$ cat src/hw/synctimer_fmt_pkg.sv
// timer numeric formats
package synctimer_fmt_pkg;

    // --------------------------------------
    // widths
    // --------------------------------------
    localparam int TIMER_WIDTH = 32;
    localparam int CYCLE_WIDTH = 24;    // raw cycle count
    localparam int ERROR_WIDTH = 24;    // integer part of the error
    localparam int ERROR_Q     = 8;     // fraction bits, error and period
    localparam int CYCLE_Q     = 2;     // fraction bits, cycle estimate

    localparam int CYCLE_BITS  = CYCLE_WIDTH + CYCLE_Q;
    localparam int ERROR_BITS  = ERROR_WIDTH + ERROR_Q;
    localparam int ADJUST_BITS = CYCLE_WIDTH + ERROR_Q;

    // --------------------------------------
    // numeric types
    // --------------------------------------
    typedef logic [TIMER_WIDTH-1:0]       t_time;
    typedef logic [CYCLE_BITS-1:0]        t_cycle;   // unsigned
    typedef logic signed [ERROR_BITS-1:0] t_error;
    typedef logic [ADJUST_BITS-1:0]       t_adjust;  // period between pulses

    // one local clock in period units
    localparam t_adjust ADJUST_STEP = t_adjust'(1) << ERROR_Q;

endpackage

$ cat src/hw/synctimer_msg_pkg.sv
// timer message structs
package synctimer_msg_pkg;

    import synctimer_fmt_pkg::*;

    // correction event from the reference side
    typedef struct packed {
        logic  valid;
        logic  override;    // hard load of the timer
        t_time ref_time;
    } correct_t;

    // adjust limits, error format
    typedef struct packed {
        t_error adjust_min;
        t_error adjust_max;
    } limit_t;

    // pacing command
    typedef struct packed {
        logic    zero;      // nothing to emit
        logic    sign;      // negative adjust
        t_adjust period;
    } adjust_cmd_t;

endpackage

$ cat src/hw/lpf_estimator.sv
// first-order low-pass estimator
`timescale 1ns/10ps

module lpf_estimator #(
    parameter type         t_value     = logic [31:0],
    parameter int unsigned GAIN        = 2,
    parameter bit          SIGNED_MATH = 1'b0
) (
    input  logic   clk,
    input  logic   reset,
    input  logic   clear,           // drop the history
    input  t_value bias,            // taken off the held value for the prediction
    input  logic   obs_valid,
    input  t_value obs,
    output t_value estimate,
    output logic   estimate_valid
);

    t_value predict;
    t_value blend;

    function automatic t_value scale(input t_value v);
        if (SIGNED_MATH) begin
            return t_value'($signed(v) >>> GAIN);
        end else begin
            return t_value'($unsigned(v) >> GAIN);
        end
    endfunction

    assign predict = estimate - bias;
    assign blend   = predict - scale(predict) + scale(obs);

    always_ff @(posedge clk) begin
        if (reset) begin
            estimate_valid <= 1'b0;
        end else if (obs_valid) begin
            estimate_valid <= 1'b1;
        end else if (clear) begin
            estimate_valid <= 1'b0;
        end
    end

    // first sample after reset or clear passes straight through
    always_ff @(posedge clk) begin
        if (obs_valid) begin
            estimate <= (estimate_valid && !clear) ? blend : obs;
        end
    end

endmodule

$ cat src/hw/adjust_limit_regs.sv
// adjust limit registers
`timescale 1ns/10ps

module adjust_limit_regs (
    input  logic                      clk,
    input  logic                      reset,
    input  logic                      limit_write,
    input  synctimer_msg_pkg::limit_t limit_wdata,    // whole timer units
    output synctimer_msg_pkg::limit_t limits          // error Q format
);

    import synctimer_fmt_pkg::*;

    // zero limits keep the adjust output quiet
    always_ff @(posedge clk) begin
        if (reset) begin
            limits <= '0;
        end else if (limit_write) begin
            limits.adjust_min <= limit_wdata.adjust_min <<< ERROR_Q;
            limits.adjust_max <= limit_wdata.adjust_max <<< ERROR_Q;
        end
    end

endmodule

$ cat src/hw/cycle_estimator.sv
// local cycle count estimator
`timescale 1ns/10ps

module cycle_estimator #(
    parameter int unsigned LPF_GAIN_CYCLE = 2
) (
    input  logic                        clk,
    input  logic                        reset,
    input  synctimer_msg_pkg::correct_t correct,
    output synctimer_fmt_pkg::t_cycle   cycle,
    output logic                        cycle_valid
);

    import synctimer_fmt_pkg::*;

    typedef logic [CYCLE_WIDTH-1:0] t_count;

    t_count count;
    logic   count_run;      // set by the first correction
    t_cycle obs;
    logic   obs_valid;

    // --------------------------------------
    // clocks between corrections
    // --------------------------------------
    always_ff @(posedge clk) begin
        if (reset) begin
            count     <= '0;
            count_run <= 1'b0;
            obs_valid <= 1'b0;
        end else begin
            count     <= count + t_count'(1);
            obs_valid <= correct.valid & count_run;
            if (correct.valid) begin
                count     <= t_count'(1);
                count_run <= 1'b1;
            end
        end
    end

    always_ff @(posedge clk) begin
        if (correct.valid) begin
            obs <= t_cycle'(count) << CYCLE_Q;  // to Q format
        end
    end

    // --------------------------------------
    // filter
    // --------------------------------------
    lpf_estimator #(
        .t_value     (t_cycle),
        .GAIN        (LPF_GAIN_CYCLE),
        .SIGNED_MATH (1'b0)
    ) i_lpf (
        .clk            (clk),
        .reset          (reset),
        .clear          (1'b0),
        .bias           (t_cycle'(0)),
        .obs_valid      (obs_valid),
        .obs            (obs),
        .estimate       (cycle),
        .estimate_valid (cycle_valid)
    );

endmodule

$ cat src/hw/phase_error_estimator.sv
// phase error estimator
`timescale 1ns/10ps

module phase_error_estimator #(
    parameter int unsigned LPF_GAIN_PHASE = 2
) (
    input  logic                        clk,
    input  logic                        reset,
    input  synctimer_msg_pkg::correct_t correct,
    input  synctimer_fmt_pkg::t_time    current_time,
    input  synctimer_msg_pkg::limit_t   limits,
    output synctimer_fmt_pkg::t_error   adjust,
    output logic                        error_valid
);

    import synctimer_fmt_pkg::*;

    t_error     obs;
    logic       obs_valid;
    logic       clear;
    t_error     estimate;
    logic       estimate_valid;
    t_error     lim_min;
    t_error     lim_max;
    logic [2:0] delay;

    assign lim_min     = limits.adjust_min;
    assign lim_max     = limits.adjust_max;
    assign error_valid = delay[2];

    // --------------------------------------
    // observation
    // --------------------------------------
    always_ff @(posedge clk) begin
        if (reset) begin
            obs_valid <= 1'b0;
            clear     <= 1'b0;
        end else begin
            obs_valid <= correct.valid;
            clear     <= correct.valid & correct.override;
        end
    end

    always_ff @(posedge clk) begin
        if (correct.valid) begin
            if (correct.override) begin
                obs <= '0;  // timer is loaded, nothing left to correct
            end else begin
                obs <= t_error'(correct.ref_time - current_time) <<< ERROR_Q;
            end
        end
    end

    // prediction is the held estimate less the adjust already applied
    lpf_estimator #(
        .t_value     (t_error),
        .GAIN        (LPF_GAIN_PHASE),
        .SIGNED_MATH (1'b1)
    ) i_lpf (
        .clk            (clk),
        .reset          (reset),
        .clear          (clear),
        .bias           (adjust),
        .obs_valid      (obs_valid),
        .obs            (obs),
        .estimate       (estimate),
        .estimate_valid (estimate_valid)
    );

    // --------------------------------------
    // limiter
    // --------------------------------------
    always_ff @(posedge clk) begin
        if (reset) begin
            delay  <= '0;
            adjust <= '0;
        end else begin
            delay <= {delay[1] & estimate_valid, delay[0], correct.valid};
            if (delay[1]) begin
                if (estimate < lim_min) begin
                    adjust <= lim_min;
                end else if (estimate > lim_max) begin
                    adjust <= lim_max;
                end else begin
                    adjust <= estimate;
                end
            end
        end
    end

endmodule

$ cat src/hw/period_divider.sv
// adjust period divider
`timescale 1ns/10ps

module period_divider (
    input  logic                           clk,
    input  logic                           reset,
    input  synctimer_fmt_pkg::t_error      adjust,
    input  logic                           error_valid,
    input  synctimer_fmt_pkg::t_cycle      cycle,
    input  logic                           cycle_valid,
    output synctimer_msg_pkg::adjust_cmd_t cmd,
    output logic                           cmd_valid
);

    import synctimer_fmt_pkg::*;

    localparam int SHIFT  = 2 * ERROR_Q - CYCLE_Q;   // cycle to 2*ERROR_Q fraction bits
    localparam int DVD_W  = $bits(t_cycle) + SHIFT;
    localparam int DIV_W  = $bits(t_error);
    localparam int QUO_W  = $bits(t_adjust);
    localparam int STEP_W = $clog2(QUO_W + 1);

    logic [DVD_W-1:0]  dividend;
    logic [DIV_W-1:0]  magnitude;
    logic              start;
    logic              busy;
    logic [STEP_W-1:0] step;
    logic [DIV_W-1:0]  divisor;
    logic [DIV_W-1:0]  rem;
    logic [DIV_W:0]    rem_shift;
    logic              rem_fit;
    t_adjust           quo;         // dividend bits out, quotient bits in
    logic              overflow;
    logic              sign;
    t_adjust           period;

    assign dividend  = DVD_W'(cycle) << SHIFT;
    assign magnitude = adjust[DIV_W-1] ? DIV_W'(-adjust) : DIV_W'(adjust);
    assign start     = error_valid & cycle_valid & ~busy;  // dropped while busy
    assign rem_shift = {rem, quo[QUO_W-1]};
    assign rem_fit   = rem_shift >= {1'b0, divisor};
    assign period    = overflow ? '1 : (quo < ADJUST_STEP) ? '0 : quo - ADJUST_STEP;

    always_ff @(posedge clk) begin
        if (reset) begin
            busy      <= 1'b0;
            step      <= '0;
            cmd_valid <= 1'b0;
        end else begin
            cmd_valid <= 1'b0;
            if (start) begin
                if (adjust == '0) begin
                    cmd_valid <= 1'b1;  // no division needed
                end else begin
                    busy <= 1'b1;
                    step <= '0;
                end
            end else if (busy) begin
                if (step == STEP_W'(QUO_W)) begin
                    busy      <= 1'b0;
                    cmd_valid <= 1'b1;
                end else begin
                    step <= step + 1'b1;
                end
            end
        end
    end

    // restoring division, one quotient bit per clock
    always_ff @(posedge clk) begin
        if (start) begin
            divisor  <= magnitude;
            sign     <= adjust[DIV_W-1];
            rem      <= DIV_W'(dividend[DVD_W-1:QUO_W]);
            quo      <= dividend[QUO_W-1:0];
            overflow <= DIV_W'(dividend[DVD_W-1:QUO_W]) >= magnitude;
            if (adjust == '0) begin
                cmd <= '{zero: 1'b1, sign: 1'b0, period: '0};
            end
        end else if (busy) begin
            if (step != STEP_W'(QUO_W)) begin
                rem <= rem_fit ? DIV_W'(rem_shift - {1'b0, divisor}) : rem_shift[DIV_W-1:0];
                quo <= {quo[QUO_W-2:0], rem_fit};
            end else begin
                cmd <= '{zero: 1'b0, sign: sign, period: period};
            end
        end
    end

endmodule

$ cat src/hw/adjust_pacer.sv
// adjust pulse pacer
`timescale 1ns/10ps

module adjust_pacer (
    input  logic                           clk,
    input  logic                           reset,
    input  synctimer_msg_pkg::adjust_cmd_t cmd,
    input  logic                           cmd_valid,
    output logic                           adjust_sign,
    output logic                           adjust_valid,
    input  logic                           adjust_ready
);

    import synctimer_fmt_pkg::*;
    import synctimer_msg_pkg::*;

    adjust_cmd_t cur;           // command in use
    adjust_cmd_t nxt;           // waits for a pulse boundary
    logic        nxt_valid;
    adjust_cmd_t pend;
    logic        pend_valid;
    t_adjust     count;         // one unit per clock
    logic        hit;
    logic        boundary;

    assign hit        = !cur.zero && (count >= cur.period);
    assign boundary   = cur.zero || hit;
    assign pend       = cmd_valid ? cmd : nxt;    // newest command wins
    assign pend_valid = cmd_valid | nxt_valid;

    // --------------------------------------
    // fractional counter
    // --------------------------------------
    always_ff @(posedge clk) begin
        if (reset) begin
            cur.zero  <= 1'b1;
            nxt_valid <= 1'b0;
            count     <= '0;
        end else if (boundary && pend_valid) begin
            cur       <= pend;
            nxt_valid <= 1'b0;
            count     <= '0;
        end else begin
            if (cmd_valid) begin
                nxt       <= cmd;
                nxt_valid <= 1'b1;
            end
            if (hit) begin
                count <= count - cur.period;    // carry the remainder
            end else if (!cur.zero) begin
                count <= count + ADJUST_STEP;
            end
        end
    end

    // --------------------------------------
    // output register
    // --------------------------------------
    always_ff @(posedge clk) begin
        if (reset) begin
            adjust_valid <= 1'b0;
        end else begin
            if (adjust_ready) begin
                adjust_valid <= 1'b0;
            end
            if (hit) begin
                adjust_valid <= 1'b1;   // merges into a pending pulse
            end
        end
    end

    always_ff @(posedge clk) begin
        if (hit) begin
            adjust_sign <= cur.sign;
        end
    end

endmodule

$ cat src/hw/synctimer_adjust.sv
// timer discipline adjuster
`timescale 1ns/10ps

module synctimer_adjust #(
    parameter int unsigned LPF_GAIN_CYCLE = 2,
    parameter int unsigned LPF_GAIN_PHASE = 2
) (
    input  logic                        clk,
    input  logic                        reset,
    input  synctimer_msg_pkg::correct_t correct,
    input  synctimer_fmt_pkg::t_time    current_time,
    input  logic                        limit_write,
    input  synctimer_msg_pkg::limit_t   limit_wdata,
    output logic                        adjust_sign,
    output logic                        adjust_valid,
    input  logic                        adjust_ready
);

    import synctimer_fmt_pkg::*;
    import synctimer_msg_pkg::*;

    limit_t      limits;
    t_cycle      cycle;
    logic        cycle_valid;
    t_error      adjust;
    logic        error_valid;
    adjust_cmd_t cmd;
    logic        cmd_valid;

    cycle_estimator #(
        .LPF_GAIN_CYCLE (LPF_GAIN_CYCLE)
    ) i_cycle_estimator (
        .clk         (clk),
        .reset       (reset),
        .correct     (correct),
        .cycle       (cycle),
        .cycle_valid (cycle_valid)
    );

    adjust_limit_regs i_adjust_limit_regs (
        .clk         (clk),
        .reset       (reset),
        .limit_write (limit_write),
        .limit_wdata (limit_wdata),
        .limits      (limits)
    );

    phase_error_estimator #(
        .LPF_GAIN_PHASE (LPF_GAIN_PHASE)
    ) i_phase_error_estimator (
        .clk          (clk),
        .reset        (reset),
        .correct      (correct),
        .current_time (current_time),
        .limits       (limits),
        .adjust       (adjust),
        .error_valid  (error_valid)
    );

    period_divider i_period_divider (
        .clk         (clk),
        .reset       (reset),
        .adjust      (adjust),
        .error_valid (error_valid),
        .cycle       (cycle),
        .cycle_valid (cycle_valid),
        .cmd         (cmd),
        .cmd_valid   (cmd_valid)
    );

    adjust_pacer i_adjust_pacer (
        .clk          (clk),
        .reset        (reset),
        .cmd          (cmd),
        .cmd_valid    (cmd_valid),
        .adjust_sign  (adjust_sign),
        .adjust_valid (adjust_valid),
        .adjust_ready (adjust_ready)
    );

endmodule

$ cat config.mk
export PLATFORM = sky130hd
export DESIGN_NAME = synctimer_adjust
export DESIGN_NICKNAME = d
export VERILOG_FILES = /design/src/hw/synctimer_fmt_pkg.sv /design/src/hw/synctimer_msg_pkg.sv /design/src/hw/lpf_estimator.sv /design/src/hw/adjust_limit_regs.sv /design/src/hw/cycle_estimator.sv /design/src/hw/phase_error_estimator.sv /design/src/hw/period_divider.sv /design/src/hw/adjust_pacer.sv /design/src/hw/synctimer_adjust.sv
export SDC_FILE = /design/constraint.sdc
export NUM_CORES = 1
export LEC_CHECK = 0
export BUFFER_PORTS_ARGS = -buffer_cell sky130_fd_sc_hd__buf_2
export CAP_MARGIN = 10
export CORE_ASPECT_RATIO = 0.6
export CORE_MARGIN = 10
export CORE_UTILIZATION = 40
export CTS_CLUSTER_SIZE = 16
export DETAILED_ROUTE_END_ITERATION = 8
export SYNTH_ARGS = -nofsm -noshare
export SYNTH_HDL_FRONTEND = slang
export SYNTH_SLANG_ARGS = --single-unit
$ cat constraint.sdc
create_clock -name clk -period 14.9 [get_ports clk]
set_input_delay 2.98 -clock clk [delete_from_list [all_inputs] [get_ports clk]]
set_output_delay 2.98 -clock clk [all_outputs]
set_load 0.02 [all_outputs]
# Yosys cells after proc, flatten, opt, wreduce, memory -nomap -nowiden
# Cells that the tools add are included.
# word_totals
out_inout_bits,2
elab_cells,133
register_bits,470
inputBits,134
# classes
n_addsub,13
reduce_logical,19
mux,38
n_bitwise,9
n_eq_ne,7
order_cmp,6
# op_table
op,n
32-bit 2-to-1 mux,12
34-bit 2-to-1 mux,5
32-bit subtractor,3
33-bit by 32-bit greater-or-equal comparator with 1-bit output,1
32-bit by 30-bit adder with 32-bit output,1
32-bit by 9-bit adder with 32-bit output (second input constant),1
32-bit greater-or-equal comparator,1
8-bit by 32-bit greater-or-equal comparator with 1-bit output,1
32-bit > comparator,1
32-bit zero test,1
32-bit less-than comparator,1
32-bit by 9-bit less-than comparator with 1-bit output (second input constant),1
32-bit negator,1
32-bit by 30-bit subtractor with 32-bit output,1
32-bit by 9-bit subtractor with 32-bit output (second input constant),1
26-bit by 24-bit adder with 26-bit output,1
26-bit 2-to-1 mux,1
26-bit by 24-bit subtractor with 26-bit output,1
24-bit by 1-bit adder with 24-bit output (second input constant),1
6-bit 2-to-1 mux,4
8-bit 2-to-1 mux,3
24-bit subtractor,1
1-bit 2-to-1 mux,13
2-bit AND reduction,4
14 further kinds,31

# Depth between registers and ports, before layout
# Gate-level depths: netlist of run 1.
# logic_depth
depth_word,6
ltp_mapped,26
depth_no_buf,26

# Hierarchy
# A second synthesis of run 1 with hierarchy kept.
# hier_totals
cells_unflattened,3577
hier_area_um2,33001.7
# modules_own_cells
module,seq_area_each_um2,area_each_um2,instances,cells_per_inst
period_divider,3743.6,8486.9,1,925
adjust_pacer,2742.6,6044.5,1,620
lpf_estimator (i_phase_error_estimator.i_lpf),980.9,5287.6,1,615
phase_error_estimator,1441.4,5265.0,1,601
lpf_estimator (i_cycle_estimator.i_lpf),800.8,4221.5,1,488
adjust_limit_regs,960.9,1853.0,1,172
cycle_estimator,1241.2,1843.0,1,156

# Least setup slack after synthesis of run 1
# OpenSTA, ideal clock, no wires.
# synth_path
path_type,input to register
startpoint,input reset
endpoint,register i_adjust_pacer.cur[0] (netlist name) (enable)
n_path_buf,2
cell_stages,3
slack_ps,8792
setup_time_ps,464
arrival_time_ps,5644
required_ps,14436
path_cell_list,clkbuf_1 > clkbuf_1 > nor3_1
# synth_between
elab_chain_len,2
# synth_rtl
element,line_no,rtl
from (decl),synctimer_adjust.sv:9,"input logic reset,"
1-bit NOT (no source line),--,
2-bit AND reduction (no source line),--,
to (signal assigned),adjust_pacer.sv:40,cur <= pend;
to (decl),adjust_pacer.sv:17,adjust_cmd_t cur;
# Every way passes these cells.
# A chain may end at the register's enable or synchronous reset.

# Worst setup path in the final report of run 1
# layout_path
startpoint,register i_phase_error_estimator.adjust[0]
endpoint,"register i_phase_error_estimator.i_lpf.estimate[31] (netlist name), data pin"
# layout_between
elab_chain_len,4
# layout_rtl
element,line_no,rtl
from (decl),phase_error_estimator.sv:12,"output synctimer_fmt_pkg::t_error adjust,"
from (signal assigned),phase_error_estimator.sv:81,adjust <= lim_min;
from (signal assigned),phase_error_estimator.sv:83,adjust <= lim_max;
from (signal assigned),phase_error_estimator.sv:85,adjust <= estimate;
32-bit subtractor,lpf_estimator.sv:30,assign predict = estimate - bias;
32-bit by 30-bit subtractor with 32-bit output,lpf_estimator.sv:31,assign blend = predict - scale(predict) + scale(obs);
32-bit by 30-bit adder with 32-bit output,lpf_estimator.sv:31,
32-bit 2-to-1 mux,lpf_estimator.sv:46,estimate <= (estimate_valid && !clear) ? blend : obs;
to (signal assigned),lpf_estimator.sv:46,
to (decl),lpf_estimator.sv:15,"output t_value estimate,"
# Every way passes these cells.

==> run_results.csv, run 1 <==
group,metric,value,unit
power,worst_ir_drop_vdd,0.000160,V
floorplanning,die_area,0.0885,sq mm
logic_synthesis,synth_largest_area_cell,"edfxtp_1",
timing,total_setup_violations_reported_at_the_end_of_the_flow,0,
worst_hold_path,hold_start,"i_adjust_pacer.cur[32]$_DFFE_PP_",
critical_path,critPathSlowestCell,"fa_1",
logic_synthesis,synthesized_cell_area,0.0307,sq mm
logic_synthesis,synth_area_per_cell,9.14,sq um
logic_synthesis,synth.area.top_cells,"edfxtp_1 26%, dfxtp_1 13%, ha_1 9.8%",
logic_synthesis,synth.lib_cells_used.distinct,84,
timing,grt_setup_unrepaired,"no",
finish,syn2layout_area_growth,10.1,%
clock_tree,clock_transition_at_the_register_clock_pins_on_the_worst_setup_and_hold_paths_after_cts,0.07,ns
logic_synthesis,netlist_instances,3358,
clock_tree,clock_tree.htree_level_count,2,
placement,post-place-ws,8.22,ns
grt,antenna_found_initial,1,
floorplanning,top_level_ports,136,
grt,gr-max-usage-layer,"met1",
floorplanning,placeableCoreArea,0.0757,sq mm
logic_synthesis,synth_seq_cells,461,
finish,finish.net_count,3852,
critical_path,crit_path_frequent_cell,"a21oi_1",
critical_path,timing.critical_path.to_type,"flip-flop",
clock_tree,cts_inserted_buffers,46,
grt,use_met2,21.3,%
clock_tree,post_cts_resized,0,
grt,grt_overflow_total,0,
critical_path,critical_path_class,"flip-flop to flip-flop",
worst_hold_path,hold-path-endpoint,"i_adjust_pacer.adjust_sign$_DFFE_PP_",
clock_tree,post-cts-setup-buffers,0,
drt,dr_total_vias,23600,
power,static-leakage-power,14.4,nW
finish,nFillCells,7352,
logic_synthesis,commonest_cells_post_synth,"416 x inv_1, 305 x nor2_1, 268 x edfxtp_1, 256 x a21oi_1, 243 x nand2_1",
placement,detailedPlacementHpwl,58.0,mm
grt,globalRouteMet3Util,2.63,%
placement,post_dp_cell_area,0.0322,sq mm
timing,period_needed,6.82,ns
floorplanning,die_x,378,um
finish,n_antenna_cell,0,
power,power_density,133,mW/mm^2
timing,final.setup_skew,0.0308,ns
critical_path,ff2ff_path_depth,25,
drt,drt_iter0_drc,2153,
timing,timing.slew.headroom,27.5,%
timing,drv_slew,0,
critical_path,critPathMaxStageDelay,0.52,ns
placement,port_buffers,103,
clock_tree,clk_latency,0.62,ns
critical_path,maximum_fanout_along_the_worst_path,7,
timing,final_report_hold_violation_count,0,
timing,final_min_period_over_clock_period,45.8,%
logic_synthesis,synth.yosys.seq_area_share,38.8,%
critical_path,cp_top_family,"compound AO/OA/AOI/OAI gates",
grt,grt_start_max_net_pins,74,
drt,dr.pass1.iters,6,
worst_hold_path,worstHoldPathCells,0,
timing,timing.final.ws_setup,8.08,ns
timing,hold_slack,0.429,ns
critical_path,worst-endpoint-arrival,7.16,ns
job,timing.max_cap.violations,0,
drt,ant_nets,0,
drt,drt_drc_violations_left,0,
placement,gp_congestion,0.893,
timing,maxClockFrequency,147,MHz
worst_hold_path,min-delay-path-class,"flip-flop to flip-flop",
grt,vias_in_the_first_global_route,21600,
critical_path,crit-reg2reg-launch,"i_phase_error_estimator.adjust[0]$_SDFFE_PP0P_",
timing,fin_setup_tns,0,ns
logic_synthesis,synth_enable_flop_cells,268,
finish,layout-drive-gt1-share,8.87,%
critical_path,worst_r2r_endpoint,"i_phase_error_estimator.i_lpf.estimate[31]$_DFFE_PP_",
logic_synthesis,synth_top_area_share,26.2,%
critical_path,r2r_slack,8.08,ns
logic_synthesis,async_flop_share,0,%
drt,routedWlPerCell,17.4,um
drt,wire_length_after_detailed_routing,77.4,mm
logic_synthesis,synthesis.nets,3787,
floorplanning,initial_utilization,40.5,%
clock_tree,num_clock_sinks,461,
clock_tree,tritoncts,"done",
finish,finish.instance_area,0.0338,sq mm
outcome,run_status,"complete, no violations",
grt,grt_first_pass_wirelength,123,mm
grt,met1_usage,29.2,%
floorplanning,die_height,235,um
logic_synthesis,dominantRegCellSynth,"edfxtp_1",
clock_tree,cts-root-to-sink-buffers,3,
floorplanning,core.rowCount,78,
critical_path,cp-start-kind,"flip-flop",
critical_path,cp.buffers_inverters,2,
grt,grt.total_usage,17.0,%
clock_tree,holdBufCountCts,0,
clock_tree,root_buffer,"clkbuf_16",
drt,routed_via_density,5.29,
logic_synthesis,synth_most_common_cell,"inv_1",
critical_path,crit_required,15.24,ns
timing,worst_pin_slew,1.08,ns
logic_synthesis,synth_warnings,0,
[cell families after synthesis]
family	synth area share [%]
AND/OR/NAND/NOR	13.7
flip-flops	38.8
buffers and inverters	6.57
multiplexers	4.82
AO/OA/AOI/OAI	16.3
XOR/XNOR	6.42
adder cells (fa/ha/maj)	13.4
[area by class of cell]
type	instances	area (sq um)	share of cell area [%]
inverter	419	1570	4.66
timing repair buffer	128	706	2.09
clock inverter	30	335	0.993
tap	1000	1250	3.70
sequential	461	11900	35.3
multi-input combinational	2367	16800	49.6
clock buffer	55	1250	3.69
[state kept, by name, indices dropped and copies added, names as in the netlist, 3 cells and up]
register / cells
i_phase_error_estimator.adjust: 32
i_period_divider.divisor: 32
i_phase_error_estimator.delay: 3
i_period_divider.cmd: 34
i_adjust_pacer.nxt: 34
i_adjust_pacer.count: 32
i_phase_error_estimator.i_lpf.estimate: 32
i_cycle_estimator.count: 24
i_period_divider.rem: 32
i_period_divider.quo: 32
i_cycle_estimator.obs: 24
i_adjust_limit_regs.limits: 48
i_cycle_estimator.i_lpf.estimate: 26
i_adjust_pacer.cur: 34
i_phase_error_estimator.obs: 24
i_period_divider.step: 6
[worst max-delay path by stage]
stage,start,end,cells after the start
2_1_floorplan,reset,i_adjust_pacer.cur[0]$_DFFE_PP_,3
3_3_place_gp,i_phase_error_estimator.adjust[0]$_SDFFE_PP0P_,i_phase_error_estimator.i_lpf.estimate[31]$_DFFE_PP_,25
3_5_place_dp,i_phase_error_estimator.adjust[0]$_SDFFE_PP0P_,i_phase_error_estimator.i_lpf.estimate[31]$_DFFE_PP_,25
4_1_cts,i_phase_error_estimator.adjust[0]$_SDFFE_PP0P_,i_phase_error_estimator.i_lpf.estimate[31]$_DFFE_PP_,25
5_1_grt,i_phase_error_estimator.adjust[0]$_SDFFE_PP0P_,i_phase_error_estimator.i_lpf.estimate[31]$_DFFE_PP_,25
6_report,i_phase_error_estimator.adjust[0]$_SDFFE_PP0P_,i_phase_error_estimator.i_lpf.estimate[31]$_DFFE_PP_,25
[power by group]
group	leakage (nW)	switching [mW]	internal [mW]
combinational	9.53	1.03	0.727
clock	0.787	0.545	0.707
sequential	4.10	0.0557	1.42
total	14.4	1.63	2.86
[cells in the final DEF, fill, tap and decap left out, types with 47 or more instances in the layout]
cell type | Yosys | final
a21o_1 | 110 | 110
xnor2_1 | 130 | 130
mux2_2 | 61 | 61
o21ai_0 | 186 | 186
nand3_1 | 81 | 81
edfxtp_1 | 268 | 268
inv_1 | 416 | 416
a31oi_1 | 50 | 50
nor2_1 | 305 | 305
buf_2 | 4 | 102
nand2_1 | 243 | 243
xor2_1 | 95 | 95
a21oi_1 | 256 | 256
clkbuf_16 | 0 | 47
mux2i_1 | 79 | 79
ha_1 | 241 | 241
fa_1 | 54 | 54
dfxtp_1 | 193 | 192
[metal layers]
metal / share of wire (%) / vias to the layer above / wire [um]
li1: - / 11900 / -
met1: 57 / 11100 / 44000
met2: 36 / 535 / 27800
met3: 6.0 / 63 / 4630
met4: 1.3 / 0 / 999
met5: 0 / - / 0
[per-stage QoR]
step	total power, mW	util (%)	cells
2_1_floorplan	2.81	-	3358
3_5_place_dp	3.22	42.5	4375
6_report	4.48	44.6	4460
3_3_place_gp	3.21	42.5	4375
4_1_cts	4.49	44.6	4460
5_1_grt	4.78	44.6	4460
Note: power is estimated with default switching activity, not from simulation.
==> run 2, diff against run 1 <==
--- a/config.mk
+++ b/config.mk
@@ -5,6 +5,7 @@
 export SDC_FILE = /design/constraint.sdc
 export NUM_CORES = 1
 export LEC_CHECK = 0
+export ABC_AREA = 1
 export BUFFER_PORTS_ARGS = -buffer_cell sky130_fd_sc_hd__buf_2
 export CAP_MARGIN = 10
 export CORE_ASPECT_RATIO = 0.6
==> constraint.sdc (replaced) <==
create_clock -name clk -period 6.26 [get_ports clk]
set_input_delay 1.252 -clock clk [delete_from_list [all_inputs] [get_ports clk]]
set_output_delay 1.252 -clock clk [all_outputs]
set_load 0.02 [all_outputs]
==> run 2 against run 1 <==
Effect of this change:
- final cell count grew 27%
- flip-flop and latch count is the same
- combinational power grew 140%
- via count grew 26%
- setup slack lost 7.4 ns
- non-clock buffer count grew 8
- critical endpoint is now i_phase_error_estimator.i_lpf.estimate[25]$_DFFE_PP_
==> run_results.csv, run 2 <==
group,metric,value,unit
outcome,run_status,"complete, no violations",
logic_synthesis,synth_warnings,0,
timing,timing.final.ws_setup,0.706,ns
timing,final_min_period_over_clock_period,88.7,%
finish,top_register,"i_adjust_limit_regs.limits",
critical_path,crit-reg2reg-launch,"i_phase_error_estimator.i_lpf.estimate[0]$_SDFFCE_PN0P_",
placement,gp_congestion,0.978,
power,static-leakage-power,16.9,nW
placement,detailedPlacementHpwl,81.1,mm
critical_path,crit_path_frequent_cell,"o21ai_0",
critical_path,crit_required,6.62,ns
clock_tree,holdBufCountCts,0,
logic_synthesis,synth_top_area_share,24.3,%
power,worst_ir_drop_vdd,0.000230,V
clock_tree,clock_tree.htree_level_count,2,
critical_path,critical_path_class,"flip-flop to flip-flop",
clock_tree,clock_transition_at_the_register_clock_pins_on_the_worst_setup_and_hold_paths_after_cts,0.06,ns
drt,ant_nets,0,
logic_synthesis,commonest_cells_post_synth,"970 x nand2_1, 763 x inv_1, 398 x a21oi_1, 341 x nor2_1, 303 x nand3_1",
timing,fin_setup_tns,0,ns
floorplanning,initial_utilization,40.5,%
timing,grt_setup_unrepaired,"no",
clock_tree,clk_latency,0.63,ns
power,switching_share,39.9,%
logic_synthesis,synthesis.nets,4897,
grt,grt_overflow_total,0,
drt,dr.pass1.iters,6,
placement,dp.cells,5574,
grt,antenna_found_initial,2,
clock_tree,root_buffer,"clkbuf_16",
placement,port_buffers,103,
logic_synthesis,synth.yosys.seq_area_share,35.9,%
logic_synthesis,dominantRegCellSynth,"edfxtp_1",
power,power_frac_seq,31.8,%
timing,total_setup_violations_reported_at_the_end_of_the_flow,0,
critical_path,critPathMaxStageDelay,0.58,ns
timing,maxClockFrequency,180,MHz
clock_tree,post-cts-setup-buffers,0,
floorplanning,placeableCoreArea,0.0818,sq mm
floorplanning,top_level_ports,136,
logic_synthesis,netlist_instances,4468,
finish,layout-drive-gt1-share,6.48,%
finish,syn2layout_area_growth,10.2,%
critical_path,ff2ff_path_depth,26,
clock_tree,tritoncts,"done",
drt,routed_via_density,5.24,
critical_path,critPathSlowestCell,"o21ai_0",
critical_path,maximum_fanout_along_the_worst_path,4,
clock_tree,cts_inserted_buffers,48,
power,proportion_of_power_drawn_by_the_clock_network,29.3,%
finish,layout.cells.most_common,"nand2_1",
grt,grt_first_pass_wirelength,158,mm
placement,post-place-ws,0.915,ns
finish,finalNonFillerCells,5664,
logic_synthesis,async_flop_share,0,%
logic_synthesis,synthesized_cell_area,0.0332,sq mm
critical_path,cp-start-kind,"flip-flop",
timing,period_needed,5.55,ns
power,portion_of_total_power_attributed_to_combinational_logic,39.0,%
timing,worst_pin_slew,1.11,ns
logic_synthesis,synth_largest_area_cell,"edfxtp_1",
floorplanning,die_x,392,um
finish,largest_register_ffs,48,
logic_synthesis,synth_seq_cells,461,
timing,drv_slew,0,
timing,timing.slew.headroom,25.6,%
grt,vias_in_the_first_global_route,26300,
power,power_density,300,mW/mm^2
logic_synthesis,synth_most_common_cell,"nand2_1",
timing,final_report_hold_violation_count,0,
worst_hold_path,min-delay-path-class,"flip-flop to flip-flop",
critical_path,timing.critical_path.to_type,"flip-flop",
drt,drt_drc_violations_left,0,
worst_hold_path,hold_start,"i_cycle_estimator.count_run$_SDFFE_PP0P_",
grt,grt.total_usage,21.0,%
clock_tree,cts-root-to-sink-buffers,3,
clock_tree,num_clock_sinks,461,
logic_synthesis,synth.area.top_cells,"edfxtp_1 24%, dfxtp_1 12%, nand2_1 11%",
finish,n_antenna_cell,0,
drt,drt_iter0_drc,3384,
clock_tree,post_cts_resized,0,
timing,hold_slack,0.443,ns
critical_path,critical_path.startpoint,"i_phase_error_estimator.i_lpf.estimate[0]$_SDFFCE_PN0P_",
worst_hold_path,worstHoldPathCells,2,
floorplanning,core.rowCount,81,
floorplanning,die_area,0.0952,sq mm
drt,routedWlPerCell,18.2,um
power,p_sw,4.37,mW
floorplanning,die_height,243,um
drt,wire_length_after_detailed_routing,103,mm
timing,final.setup_skew,0.0465,ns
logic_synthesis,synth_enable_flop_cells,268,
finish,final_cell_mix,"970 x nand2_1, 762 x inv_1, 398 x a21oi_1, 339 x nor2_1, 303 x nand3_1",
grt,grt_start_max_net_pins,79,
logic_synthesis,synth.lib_cells_used.distinct,57,
finish,finish.net_count,4974,
critical_path,worst-endpoint-arrival,5.92,ns
logic_synthesis,synth_area_per_cell,7.42,sq um
power,design_power_total,11.0,mW
job,timing.max_cap.violations,0,
drt,dr_total_vias,29700,
power,power_report.internal_total,6.58,mW
[run 2: changes by cell type after synthesis, sizes merged, moves of 28 or more]
cell,before,now
nand2,244,984
inv,417,769
nand3,81,317
a21oi,257,400
o21ai,191,299
xnor2,130,36
a21o,110,23
mux2i,79,0
mux2,61,0
nor2,306,352
nand4,32,74
a31oi,50,14
nand2b,35,1
nor2b,28,0
[run 2: layout make-up]
class	instances	area [sq um]
clock buffer	67	1490
sequential	461	11900
clock inverter	23	275
fill	8285	45300
timing repair buffer	136	763
inverter	771	2890
tap	1079	1350
multi-input combinational	3127	17800
[run 2: layer usage]
metal  part of all wire, %  global-route usage, %  vias up
met5                 0.017                      0        -
met4                  0.98                   2.61        4
met3                    13                   7.37       74
met2                    31                   22.4     1166
met1                    55                   36.8    13500
li1                      -                      -    14900
[run 2: worst max-delay path: cells and delay by family (launching register included)]
kind | cells | cell delay [ns]
fa+ha+maj | 4 | 1.34
compound gates | 9 | 2.36
buf+inv | 5 | 0.36
flops | 1 | 0.43
simple gates | 8 | 0.79
[run 2: final timing paths]
check	to	slack, ns
max	i_phase_error_estimator.i_lpf.estimate[25]$_DFFE_PP_	0.71
min	i_cycle_estimator.obs_valid$_SDFF_PP0_	0.44
max reg2reg	i_phase_error_estimator.i_lpf.estimate[25]$_DFFE_PP_	0.71
min reg2reg	i_cycle_estimator.obs_valid$_SDFF_PP0_	0.44
[run 2: power groups by stage]
stage | registers (mW) | logic, mW | clock network [mW]
5_1_grt | 3.49 | 4.75 | 3.40
2_1_floorplan | 3.48 | 2.91 | 0
3_5_place_dp | 3.54 | 4.07 | 0
6_report | 3.48 | 4.27 | 3.20
3_3_place_gp | 3.54 | 4.05 | 0
4_1_cts | 3.47 | 4.10 | 3.27
[run 2: logic make-up after synthesis]
family,share of synthesized area [%]
and+or+nand+nor,24.0
buffers and inverters,10.3
AOI/OAI and AO/OA,13.8
DFF,35.9
adders and majority gates,12.4
xor gates and xnor gates,3.59
[run 2: through the flow]
step,area (sq um),util (%)
after detailed placement,34800,42.5
after global placement,34800,42.5
after CTS,36500,44.7
final,36500,44.7
after global routing,36500,44.7
after floorplan,33200,-
